$ cat src/hdl/cpu_pkg.sv
`default_nettype none

package cpu_pkg;

  localparam logic [31:0] RESET_PC = 32'h0000_0000;
  localparam int DMEM_WORDS = 256;
  localparam int DMEM_ADDR_BITS = $clog2(DMEM_WORDS);
  localparam logic [31:0] EBREAK_WORD = 32'h0010_0073;

  // rv32i major opcodes
  typedef enum logic [6:0] {
    OPC_LOAD   = 7'b0000011,
    OPC_STORE  = 7'b0100011,
    OPC_BRANCH = 7'b1100011,
    OPC_JAL    = 7'b1101111,
    OPC_JALR   = 7'b1100111,
    OPC_OP_IMM = 7'b0010011,
    OPC_OP     = 7'b0110011,
    OPC_LUI    = 7'b0110111,
    OPC_AUIPC  = 7'b0010111,
    OPC_SYSTEM = 7'b1110011
  } opcode_t;

  // branch compares also make the adder produce the target
  typedef enum logic [4:0] {
    ALU_ADD,
    ALU_SUB,
    ALU_SLL,
    ALU_SLT,
    ALU_SLTU,
    ALU_XOR,
    ALU_SRL,
    ALU_SRA,
    ALU_OR,
    ALU_AND,
    ALU_PASS_B,
    ALU_EQ,
    ALU_NE,
    ALU_LT,
    ALU_GE,
    ALU_LTU,
    ALU_GEU
  } alu_cmd_t;

  typedef enum logic [3:0] {
    ACC_NONE,
    ACC_LB,
    ACC_LH,
    ACC_LW,
    ACC_LBU,
    ACC_LHU,
    ACC_SB,
    ACC_SH,
    ACC_SW
  } access_t;

  typedef enum logic [1:0] {
    WB_NONE,
    WB_ALU,
    WB_MEM,
    WB_PC4
  } wb_sel_t;

  typedef struct packed {
    opcode_t     opcode;
    logic [4:0]  rd;
    logic [2:0]  funct3;
    logic [4:0]  rs1;
    logic [4:0]  rs2;
    logic [6:0]  funct7;
    logic [31:0] imm;
    logic        is_branch;
    logic        is_jump;
    logic        is_jalr;
  } instr_field_t;

  typedef struct packed {
    logic [31:0] address;
    logic [31:0] wdata;
    logic [3:0]  strobe;
    logic        read;
    logic        write;
  } mem_req_t;

endpackage

`default_nettype wire

$ cat src/hdl/cpu.sv
`timescale 1ns/1ps
`default_nettype none

module cpu (
  input  logic              clock,
  input  logic              reset,
  output logic [31:0]       pc,
  input  logic [31:0]       instruction,
  output cpu_pkg::mem_req_t dmem_req,
  input  logic [31:0]       read_data,
  output logic              debug_ebreak,
  output logic              illegal_instruction,
  output logic [31:0][31:0] debug_regs
);
  import cpu_pkg::*;

  logic [31:0][31:0] regs;
  logic [31:0]       rs1_data;
  logic [31:0]       rs2_data;

  instr_field_t field;
  alu_cmd_t     alu_cmd;
  access_t      access;
  wb_sel_t      wb_sel;
  logic [31:0]  op1;
  logic [31:0]  op2;
  logic [31:0]  alu_out;
  logic         branch_taken;
  logic [3:0]   strobe;
  logic [31:0]  wdata;
  logic         mem_read;
  logic         mem_write;
  logic [31:0]  load_value;
  logic [31:0]  reg_next;
  logic         wb_en;
  logic [31:0]  pc_next;

  // register indices straight from the instruction word
  assign rs1_data = regs[instruction[19:15]];
  assign rs2_data = regs[instruction[24:20]];

  decoder decoder (
    .instruction,
    .pc,
    .rs1_data,
    .rs2_data,
    .field,
    .alu_cmd,
    .access,
    .wb_sel,
    .op1,
    .op2,
    .illegal_instruction
  );

  execute execute (
    .op1,
    .op2,
    .rs1_data,
    .rs2_data,
    .alu_cmd,
    .alu_out,
    .branch_taken
  );

  memory_access memory_access (
    .access,
    .address(alu_out),
    .store_value(rs2_data),
    .read_data,
    .strobe,
    .wdata,
    .read(mem_read),
    .write(mem_write),
    .load_value
  );

  write_back write_back (
    .pc,
    .field,
    .wb_sel,
    .alu_out,
    .branch_taken,
    .load_value,
    .reg_next,
    .wb_en,
    .pc_next
  );

  // no memory traffic while reset is held
  always_comb begin
    dmem_req.address = alu_out;
    dmem_req.wdata = wdata;
    dmem_req.strobe = strobe;
    dmem_req.read = mem_read && !reset;
    dmem_req.write = mem_write && !reset;
  end

  assign debug_ebreak = instruction == EBREAK_WORD;
  assign debug_regs = regs;

  always_ff @(posedge clock or posedge reset) begin
    if (reset) begin
      pc <= RESET_PC;
      regs <= '0;
    end else begin
      pc <= pc_next;
      if (wb_en) begin
        regs[field.rd] <= reg_next;
      end
    end
  end

endmodule

`default_nettype wire

$ cat src/hdl/decoder.sv
`timescale 1ns/1ps
`default_nettype none

module decoder (
  input  logic [31:0]           instruction,
  input  logic [31:0]           pc,
  input  logic [31:0]           rs1_data,
  input  logic [31:0]           rs2_data,
  output cpu_pkg::instr_field_t field,
  output cpu_pkg::alu_cmd_t     alu_cmd,
  output cpu_pkg::access_t      access,
  output cpu_pkg::wb_sel_t      wb_sel,
  output logic [31:0]           op1,
  output logic [31:0]           op2,
  output logic                  illegal_instruction
);
  import cpu_pkg::*;

  logic [31:0] imm_i;
  logic [31:0] imm_s;
  logic [31:0] imm_b;
  logic [31:0] imm_u;
  logic [31:0] imm_j;

  assign imm_i = {{20{instruction[31]}}, instruction[31:20]};
  assign imm_s = {{20{instruction[31]}}, instruction[31:25], instruction[11:7]};
  assign imm_b = {{19{instruction[31]}}, instruction[31], instruction[7],
                  instruction[30:25], instruction[11:8], 1'b0};
  assign imm_u = {instruction[31:12], 12'b0};
  assign imm_j = {{11{instruction[31]}}, instruction[31], instruction[19:12],
                  instruction[20], instruction[30:21], 1'b0};

  // alt picks sub / sra
  function automatic alu_cmd_t arith_cmd(input logic [2:0] funct3, input logic alt);
    alu_cmd_t cmd;
    case (funct3)
      3'd0:    cmd = alt ? ALU_SUB : ALU_ADD;
      3'd1:    cmd = ALU_SLL;
      3'd2:    cmd = ALU_SLT;
      3'd3:    cmd = ALU_SLTU;
      3'd4:    cmd = ALU_XOR;
      3'd5:    cmd = alt ? ALU_SRA : ALU_SRL;
      3'd6:    cmd = ALU_OR;
      default: cmd = ALU_AND;
    endcase
    return cmd;
  endfunction

  always_comb begin
    field.opcode = opcode_t'(instruction[6:0]);
    field.rd = instruction[11:7];
    field.funct3 = instruction[14:12];
    field.rs1 = instruction[19:15];
    field.rs2 = instruction[24:20];
    field.funct7 = instruction[31:25];
    field.imm = imm_i;
    field.is_branch = 1'b0;
    field.is_jump = 1'b0;
    field.is_jalr = 1'b0;
    alu_cmd = ALU_ADD;
    access = ACC_NONE;
    wb_sel = WB_NONE;
    op1 = rs1_data;
    illegal_instruction = 1'b0;

    case (field.opcode)
      OPC_LUI: begin
        field.imm = imm_u;
        alu_cmd = ALU_PASS_B;
        wb_sel = WB_ALU;
      end
      OPC_AUIPC: begin
        field.imm = imm_u;
        op1 = pc;
        wb_sel = WB_ALU;
      end
      OPC_JAL: begin
        field.imm = imm_j;
        field.is_jump = 1'b1;
        op1 = pc;
        wb_sel = WB_PC4;
      end
      OPC_JALR: begin
        field.is_jalr = 1'b1;
        wb_sel = WB_PC4;
        illegal_instruction = field.funct3 != 3'd0;
      end
      OPC_BRANCH: begin
        field.imm = imm_b;
        field.is_branch = 1'b1;
        op1 = pc;
        case (field.funct3)
          3'd0:    alu_cmd = ALU_EQ;
          3'd1:    alu_cmd = ALU_NE;
          3'd4:    alu_cmd = ALU_LT;
          3'd5:    alu_cmd = ALU_GE;
          3'd6:    alu_cmd = ALU_LTU;
          3'd7:    alu_cmd = ALU_GEU;
          default: illegal_instruction = 1'b1;
        endcase
      end
      OPC_LOAD: begin
        wb_sel = WB_MEM;
        case (field.funct3)
          3'd0:    access = ACC_LB;
          3'd1:    access = ACC_LH;
          3'd2:    access = ACC_LW;
          3'd4:    access = ACC_LBU;
          3'd5:    access = ACC_LHU;
          default: illegal_instruction = 1'b1;
        endcase
      end
      OPC_STORE: begin
        field.imm = imm_s;
        case (field.funct3)
          3'd0:    access = ACC_SB;
          3'd1:    access = ACC_SH;
          3'd2:    access = ACC_SW;
          default: illegal_instruction = 1'b1;
        endcase
      end
      OPC_OP_IMM: begin
        alu_cmd = arith_cmd(field.funct3, field.funct3 == 3'd5 && field.funct7[5]);
        wb_sel = WB_ALU;
        // shift amounts live in imm[4:0], the upper bits must be clean
        if (field.funct3 == 3'd1) begin
          illegal_instruction = field.funct7 != 7'h00;
        end else if (field.funct3 == 3'd5) begin
          illegal_instruction = field.funct7 != 7'h00 && field.funct7 != 7'h20;
        end
      end
      OPC_OP: begin
        alu_cmd = arith_cmd(field.funct3, field.funct7[5]);
        wb_sel = WB_ALU;
        illegal_instruction = !(field.funct7 == 7'h00 ||
                                (field.funct7 == 7'h20 &&
                                 (field.funct3 == 3'd0 || field.funct3 == 3'd5)));
      end
      OPC_SYSTEM: illegal_instruction = instruction != EBREAK_WORD;
      default:    illegal_instruction = 1'b1;
    endcase

    // illegal words fall through as a plain pc+4
    if (illegal_instruction) begin
      wb_sel = WB_NONE;
      access = ACC_NONE;
      field.is_branch = 1'b0;
      field.is_jump = 1'b0;
      field.is_jalr = 1'b0;
    end

    op2 = (field.opcode == OPC_OP) ? rs2_data : field.imm;
  end

endmodule

`default_nettype wire

$ cat src/hdl/execute.sv
`timescale 1ns/1ps
`default_nettype none

module execute (
  input  logic [31:0]       op1,
  input  logic [31:0]       op2,
  input  logic [31:0]       rs1_data,
  input  logic [31:0]       rs2_data,
  input  cpu_pkg::alu_cmd_t alu_cmd,
  output logic [31:0]       alu_out,
  output logic              branch_taken
);
  import cpu_pkg::*;

  logic [31:0] sum;

  assign sum = op1 + op2;

  always_comb begin
    alu_out = sum;
    branch_taken = 1'b0;
    case (alu_cmd)
      ALU_SUB:    alu_out = op1 - op2;
      ALU_SLL:    alu_out = op1 << op2[4:0];
      ALU_SLT:    alu_out = {31'b0, $signed(op1) < $signed(op2)};
      ALU_SLTU:   alu_out = {31'b0, op1 < op2};
      ALU_XOR:    alu_out = op1 ^ op2;
      ALU_SRL:    alu_out = op1 >> op2[4:0];
      ALU_SRA:    alu_out = $signed(op1) >>> op2[4:0];
      ALU_OR:     alu_out = op1 | op2;
      ALU_AND:    alu_out = op1 & op2;
      ALU_PASS_B: alu_out = op2;
      // branches keep the sum as target, compare the registers
      ALU_EQ:     branch_taken = rs1_data == rs2_data;
      ALU_NE:     branch_taken = rs1_data != rs2_data;
      ALU_LT:     branch_taken = $signed(rs1_data) < $signed(rs2_data);
      ALU_GE:     branch_taken = $signed(rs1_data) >= $signed(rs2_data);
      ALU_LTU:    branch_taken = rs1_data < rs2_data;
      ALU_GEU:    branch_taken = rs1_data >= rs2_data;
      default:    alu_out = sum;
    endcase
  end

endmodule

`default_nettype wire

$ cat src/hdl/memory_access.sv
`timescale 1ns/1ps
`default_nettype none

module memory_access (
  input  cpu_pkg::access_t access,
  input  logic [31:0]      address,
  input  logic [31:0]      store_value,
  input  logic [31:0]      read_data,
  output logic [3:0]       strobe,
  output logic [31:0]      wdata,
  output logic             read,
  output logic             write,
  output logic [31:0]      load_value
);
  import cpu_pkg::*;

  logic [31:0] lane_data;

  // selected byte or halfword moved down to bit 0
  assign lane_data = read_data >> {address[1:0], 3'b000};

  assign read = access inside {ACC_LB, ACC_LH, ACC_LW, ACC_LBU, ACC_LHU};
  assign write = access inside {ACC_SB, ACC_SH, ACC_SW};

  always_comb begin
    strobe = 4'b0000;
    wdata = store_value;
    case (access)
      ACC_SB: begin
        strobe = 4'b0001 << address[1:0];
        wdata = {4{store_value[7:0]}};
      end
      ACC_SH: begin
        strobe = address[1] ? 4'b1100 : 4'b0011;
        wdata = {2{store_value[15:0]}};
      end
      ACC_SW:  strobe = 4'b1111;
      default: strobe = 4'b0000;
    endcase
  end

  always_comb begin
    case (access)
      ACC_LB:  load_value = {{24{lane_data[7]}}, lane_data[7:0]};
      ACC_LBU: load_value = {24'b0, lane_data[7:0]};
      ACC_LH:  load_value = {{16{lane_data[15]}}, lane_data[15:0]};
      ACC_LHU: load_value = {16'b0, lane_data[15:0]};
      default: load_value = read_data;
    endcase
  end

endmodule

`default_nettype wire

$ cat src/hdl/write_back.sv
`timescale 1ns/1ps
`default_nettype none

module write_back (
  input  logic [31:0]           pc,
  input  cpu_pkg::instr_field_t field,
  input  cpu_pkg::wb_sel_t      wb_sel,
  input  logic [31:0]           alu_out,
  input  logic                  branch_taken,
  input  logic [31:0]           load_value,
  output logic [31:0]           reg_next,
  output logic                  wb_en,
  output logic [31:0]           pc_next
);
  import cpu_pkg::*;

  logic [31:0] pc_plus4;

  assign pc_plus4 = pc + 32'd4;

  // register write source
  always_comb begin
    case (wb_sel)
      WB_ALU:  reg_next = alu_out;
      WB_MEM:  reg_next = load_value;
      WB_PC4:  reg_next = pc_plus4;
      default: reg_next = '0;
    endcase
  end

  // x0 is never written
  assign wb_en = (wb_sel != WB_NONE) && (field.rd != 5'd0);

  always_comb begin
    if (field.is_jalr) begin
      pc_next = {alu_out[31:1], 1'b0};
    end else if (field.is_jump || (field.is_branch && branch_taken)) begin
      pc_next = alu_out;
    end else begin
      pc_next = pc_plus4;
    end
  end

endmodule

`default_nettype wire

$ cat config.mk
export PLATFORM = sky130hd
export DESIGN_NAME = cpu
export DESIGN_NICKNAME = d
export VERILOG_FILES = /design/src/hdl/cpu_pkg.sv /design/src/hdl/cpu.sv /design/src/hdl/decoder.sv /design/src/hdl/execute.sv /design/src/hdl/memory_access.sv /design/src/hdl/write_back.sv
export SDC_FILE = /design/constraint.sdc
export NUM_CORES = 2
export LEC_CHECK = 0
export ABC_CLOCK_PERIOD_IN_PS = 61700
export CAP_MARGIN = 20
export CORE_AREA = 2 2 459 461
export CTS_CLUSTER_SIZE = 40
export DETAILED_ROUTE_END_ITERATION = 6
export DIE_AREA = 0 0 461 463
export DONT_BUFFER_PORTS = 1
export PLACE_DENSITY = 0.53
export REMOVE_ABC_BUFFERS = 1
export SETUP_SLACK_MARGIN = 0.3
export SLEW_MARGIN = 10
export SYNTH_ARGS = -nofsm -noshare
export SYNTH_HDL_FRONTEND = slang
export SYNTH_SLANG_ARGS = --single-unit
$ cat constraint.sdc
create_clock -name clock -period 61.7 [get_ports clock]
set_clock_uncertainty 0.05 [all_clocks]
set_input_delay 6.17 -clock clock [delete_from_list [all_inputs] [get_ports clock]]
set_output_delay 6.17 -clock clock [all_outputs]
set_load 0.01 [all_outputs]
==> impl_metrics.ini <==
[synth]
syn_area_per_cell_um2 = 9.79
yosys.area.top_type = dfrtp_1
synth_warnings = 0
yosysSeqAreaShare = 0.383
synth-main-ff-cell = dfrtp_1
synth_edf_count = 0
synthCells = 7043
netlist.area_leader.share = 0.383
synth.cell_area_um2 = 69000
synth.distinct_cells = 92
yosys-top-cells-area = dfrtp_1 38%, mux4_2 16%, nor2_1 5.6%
synth-async-reset-ratio = 1.00
synth-seq-cells = 1056

[critical_path]
critPathKind = in -> out
cp_max_fo = 283
worst_ep_arrival_time_ps = 14190
cp-end-kind = output port
ff2ff_path_depth = 27
worst_r2r_endpoint = debug_regs[198]
startpoint_type = input port
rr_startpoint = debug_regs[576]
cp-startpoint = instruction[20]
endpoint = dmem_req[3]
reg2reg_slack_ps = 52550
worstPathRequired_ps = 55480

[grt]
grt_pass1_wl_um = 575000
met3_usage = 0.181
grt_max_degree = 323
use_met1 = 0.499
use_met2 = 0.557
busiest_layer = met2
grt_usage = 0.393
antenna_found_initial = 34
grt_pass1_vias = 60900
grt_overflow_total = 0

[timing]
report.final.slew_viol_count = 87
tightest_slew_ps = 1730
hold_viol_final = 0
slew_headroom = -0.153
finalSetupViolCount = 0
period_needed_ps = 20410
fin_crit_sh = 0.331
setup-tns-final_ps = 0
holdWs_ps = 438
rsz0062_at_grt = no
clock.fmax_mhz = 49.0

[floorplanning]
rows = 168
dieArea_um2 = 213000
initial_core_util = 0.331
die_w_um = 461
core_area_um2 = 209000
io_pins = 1194
die_h_um = 463

[placed_design]
port_buffers = 0
dp_hpwl_um = 313000
dp_cells = 9341
place.gp.congestion = 1.06

[cts]
cts_made_buffers = 133
cts_resized = 0
path_clk_slew_ps = 50
numClockSinks = 1056
cts_max_path_buffers = 3
post-cts-setup-buffer-count = 0
htree_num_levels = 4
cts_tree = yes
clk_latency_ps = 850
clock-root-buffer = clkbuf_16
holdBufCountCts = 0

[power]
pwr-share-comb = 0.162
power.leakage_nw = 32.3
switching_power_uw = 568
powerDensity_nw_per_um2 = 24.0
switching_share = 0.309
p_clk_frac = 0.445
p_int_mw = 1.27
ir_drop_uv = 29.7
seqPwrFrac = 0.392

[detailed_routing]
dr.pass1.iters = 7
drtIter0Drc = 10800
routed_wirelength_um = 432000
via_per_inst = 6.83
wl_per_cell_um = 45.0
via_count = 65700
drc_errors = 1
drtAntennaViolNets = 0

[final_layout]
layout.nets = 6876
area_growth_pct = 11.0
layoutNonFillerInstCount = 9609
drive_gt1_frac = 0.195

[run_status]
violations = design-rule violations, max-slew violations
status = finished, violations left

[hold_path]
min_path_type = reg -> reg

[run]
drv_cap = 0
-- through the flow --
step | worst slack (ps) | cell area [um2] | power (mW) | util
2_1_floorplan | 25760 | 65800 | 0.896 | -
3_3_place_gp | 41850 | 71800 | 1.01 | 0.344
3_5_place_dp | 41880 | 71900 | 1.01 | 0.345
4_1_cts | 41840 | 76400 | 1.82 | 0.366
5_1_grt | 41250 | 76500 | 1.88 | 0.367
6_report | 41290 | 76600 | 1.84 | 0.367
-- Yosys cell counts (21+ instances only) --
library cell  number
dfrtp_1         1056
nor2_1          1020
nand2_1          585
clkbuf_1         505
mux4_2           492
a31oi_1          417
a21oi_1          405
o21ai_0          281
o31ai_1          249
mux2i_1          181
inv_1            165
mux2_2           161
buf_2            145
ha_1             130
o22ai_1          118
a211oi_1          72
o211ai_1          67
nor3_1            62
nand3_1           57
o21ai_1           47
buf_1             43
xnor2_1           42
a21o_1            41
buf_4             41
a221oi_1          37
nand2b_1          37
o21a_1            36
nor4_1            33
or2_2             33
a22oi_1           32
o21bai_1          30
or4_1             28
a211o_1           24
nor2b_1           24
nand4_1           22
o221ai_1          22
a221o_1           21
-- cell families after synthesis --
kind of cell | after synthesis | synth area share
AO/OA/AOI/OAI | 2069 | 0.196
AND/OR/NAND/NOR | 1986 | 0.122
flip-flops | 1056 | 0.383
buffers and inverters | 916 | 0.0558
multiplexers | 835 | 0.213
adder cells (fa/ha/maj) | 132 | 0.0242
XOR/XNOR | 49 | 0.00622
-- sequential cells by signal, indices dropped and copies added, names as in the netlist --
| name | count |
|---|---|
| debug_regs | 1024 |
| pc | 32 |
-- cells in the final DEF, fill, tap and decap left out, types with 57 or more instances in the layout --
cell type,synthesis,routed
nand3_1,57,57
nor3_1,62,59
nand2_1,585,568
mux4_2,492,492
dfrtp_1,1056,1056
ha_1,130,130
mux2i_1,181,179
o211ai_1,67,67
buf_4,41,232
a31oi_1,417,416
clkbuf_16,0,135
inv_1,165,161
a21oi_1,405,398
o21ai_0,281,258
mux2_2,161,161
o31ai_1,249,245
nor2_1,1020,985
a211oi_1,72,70
o22ai_1,118,118
-- layer usage --
metal | vias to the layer above | part of all wire
met2 | 5336 | 0.42
li1 | 25600 | -
met3 | 1082 | 0.15
met4 | 14 | 0.061
met1 | 33600 | 0.37
met5 | - | 0.00021
-- power by group through the flow --
| stage | combinational [mW] | clock (mW) | sequential, mW |
|---|---|---|---|
| global placement | 0.279 | 0 | 0.733 |
| finish | 0.298 | 0.818 | 0.721 |
| global route | 0.310 | 0.853 | 0.722 |
| CTS | 0.279 | 0.823 | 0.720 |
| floorplan | 0.171 | 0 | 0.725 |
| detailed placement | 0.278 | 0 | 0.733 |
-- worst min-delay path by stage --
stage	startpoint	end	slack [ps]	depth (start not counted)
2_1_floorplan	debug_regs[10]	debug_regs[10]	400	0
3_3_place_gp	debug_regs[13]	debug_regs[13]	420	0
3_5_place_dp	debug_regs[27]	debug_regs[27]	430	0
4_1_cts	debug_regs[27]	debug_regs[27]	440	0
5_1_grt	debug_regs[28]	debug_regs[28]	450	0
6_report	debug_regs[27]	debug_regs[27]	440	0
-- critical path, cell delays in order --
cell and delay (ps):
mux4_2 1010, mux4_2 540, nand2_1 100, nand2_1 580
inv_1 360, o21ai_0 220, ha_1 440, inv_1 200
a21oi_1 150, nor4bb_1 590, o31a_1 380, o31a_1 370
a311o_1 360, a41oi_1 330, nor4bb_1 350, o2111ai_1 220
o21ai_1 180, buf_4 230, inv_2 180, a21o_1 240
a21oi_1 140, nor2_1 90
-- layout make-up --
type	instances	area, um2
diodes	24	60.1
clock buffers	193	3950
clock inverters	44	549
fillers	20800	132000
inverters	172	656
multi-input cells	5071	39400
flip-flops and latches	1056	26400
well taps	2805	3510
repair buffers	244	1990
No activity file was read; power rests on OpenSTA's default activity.
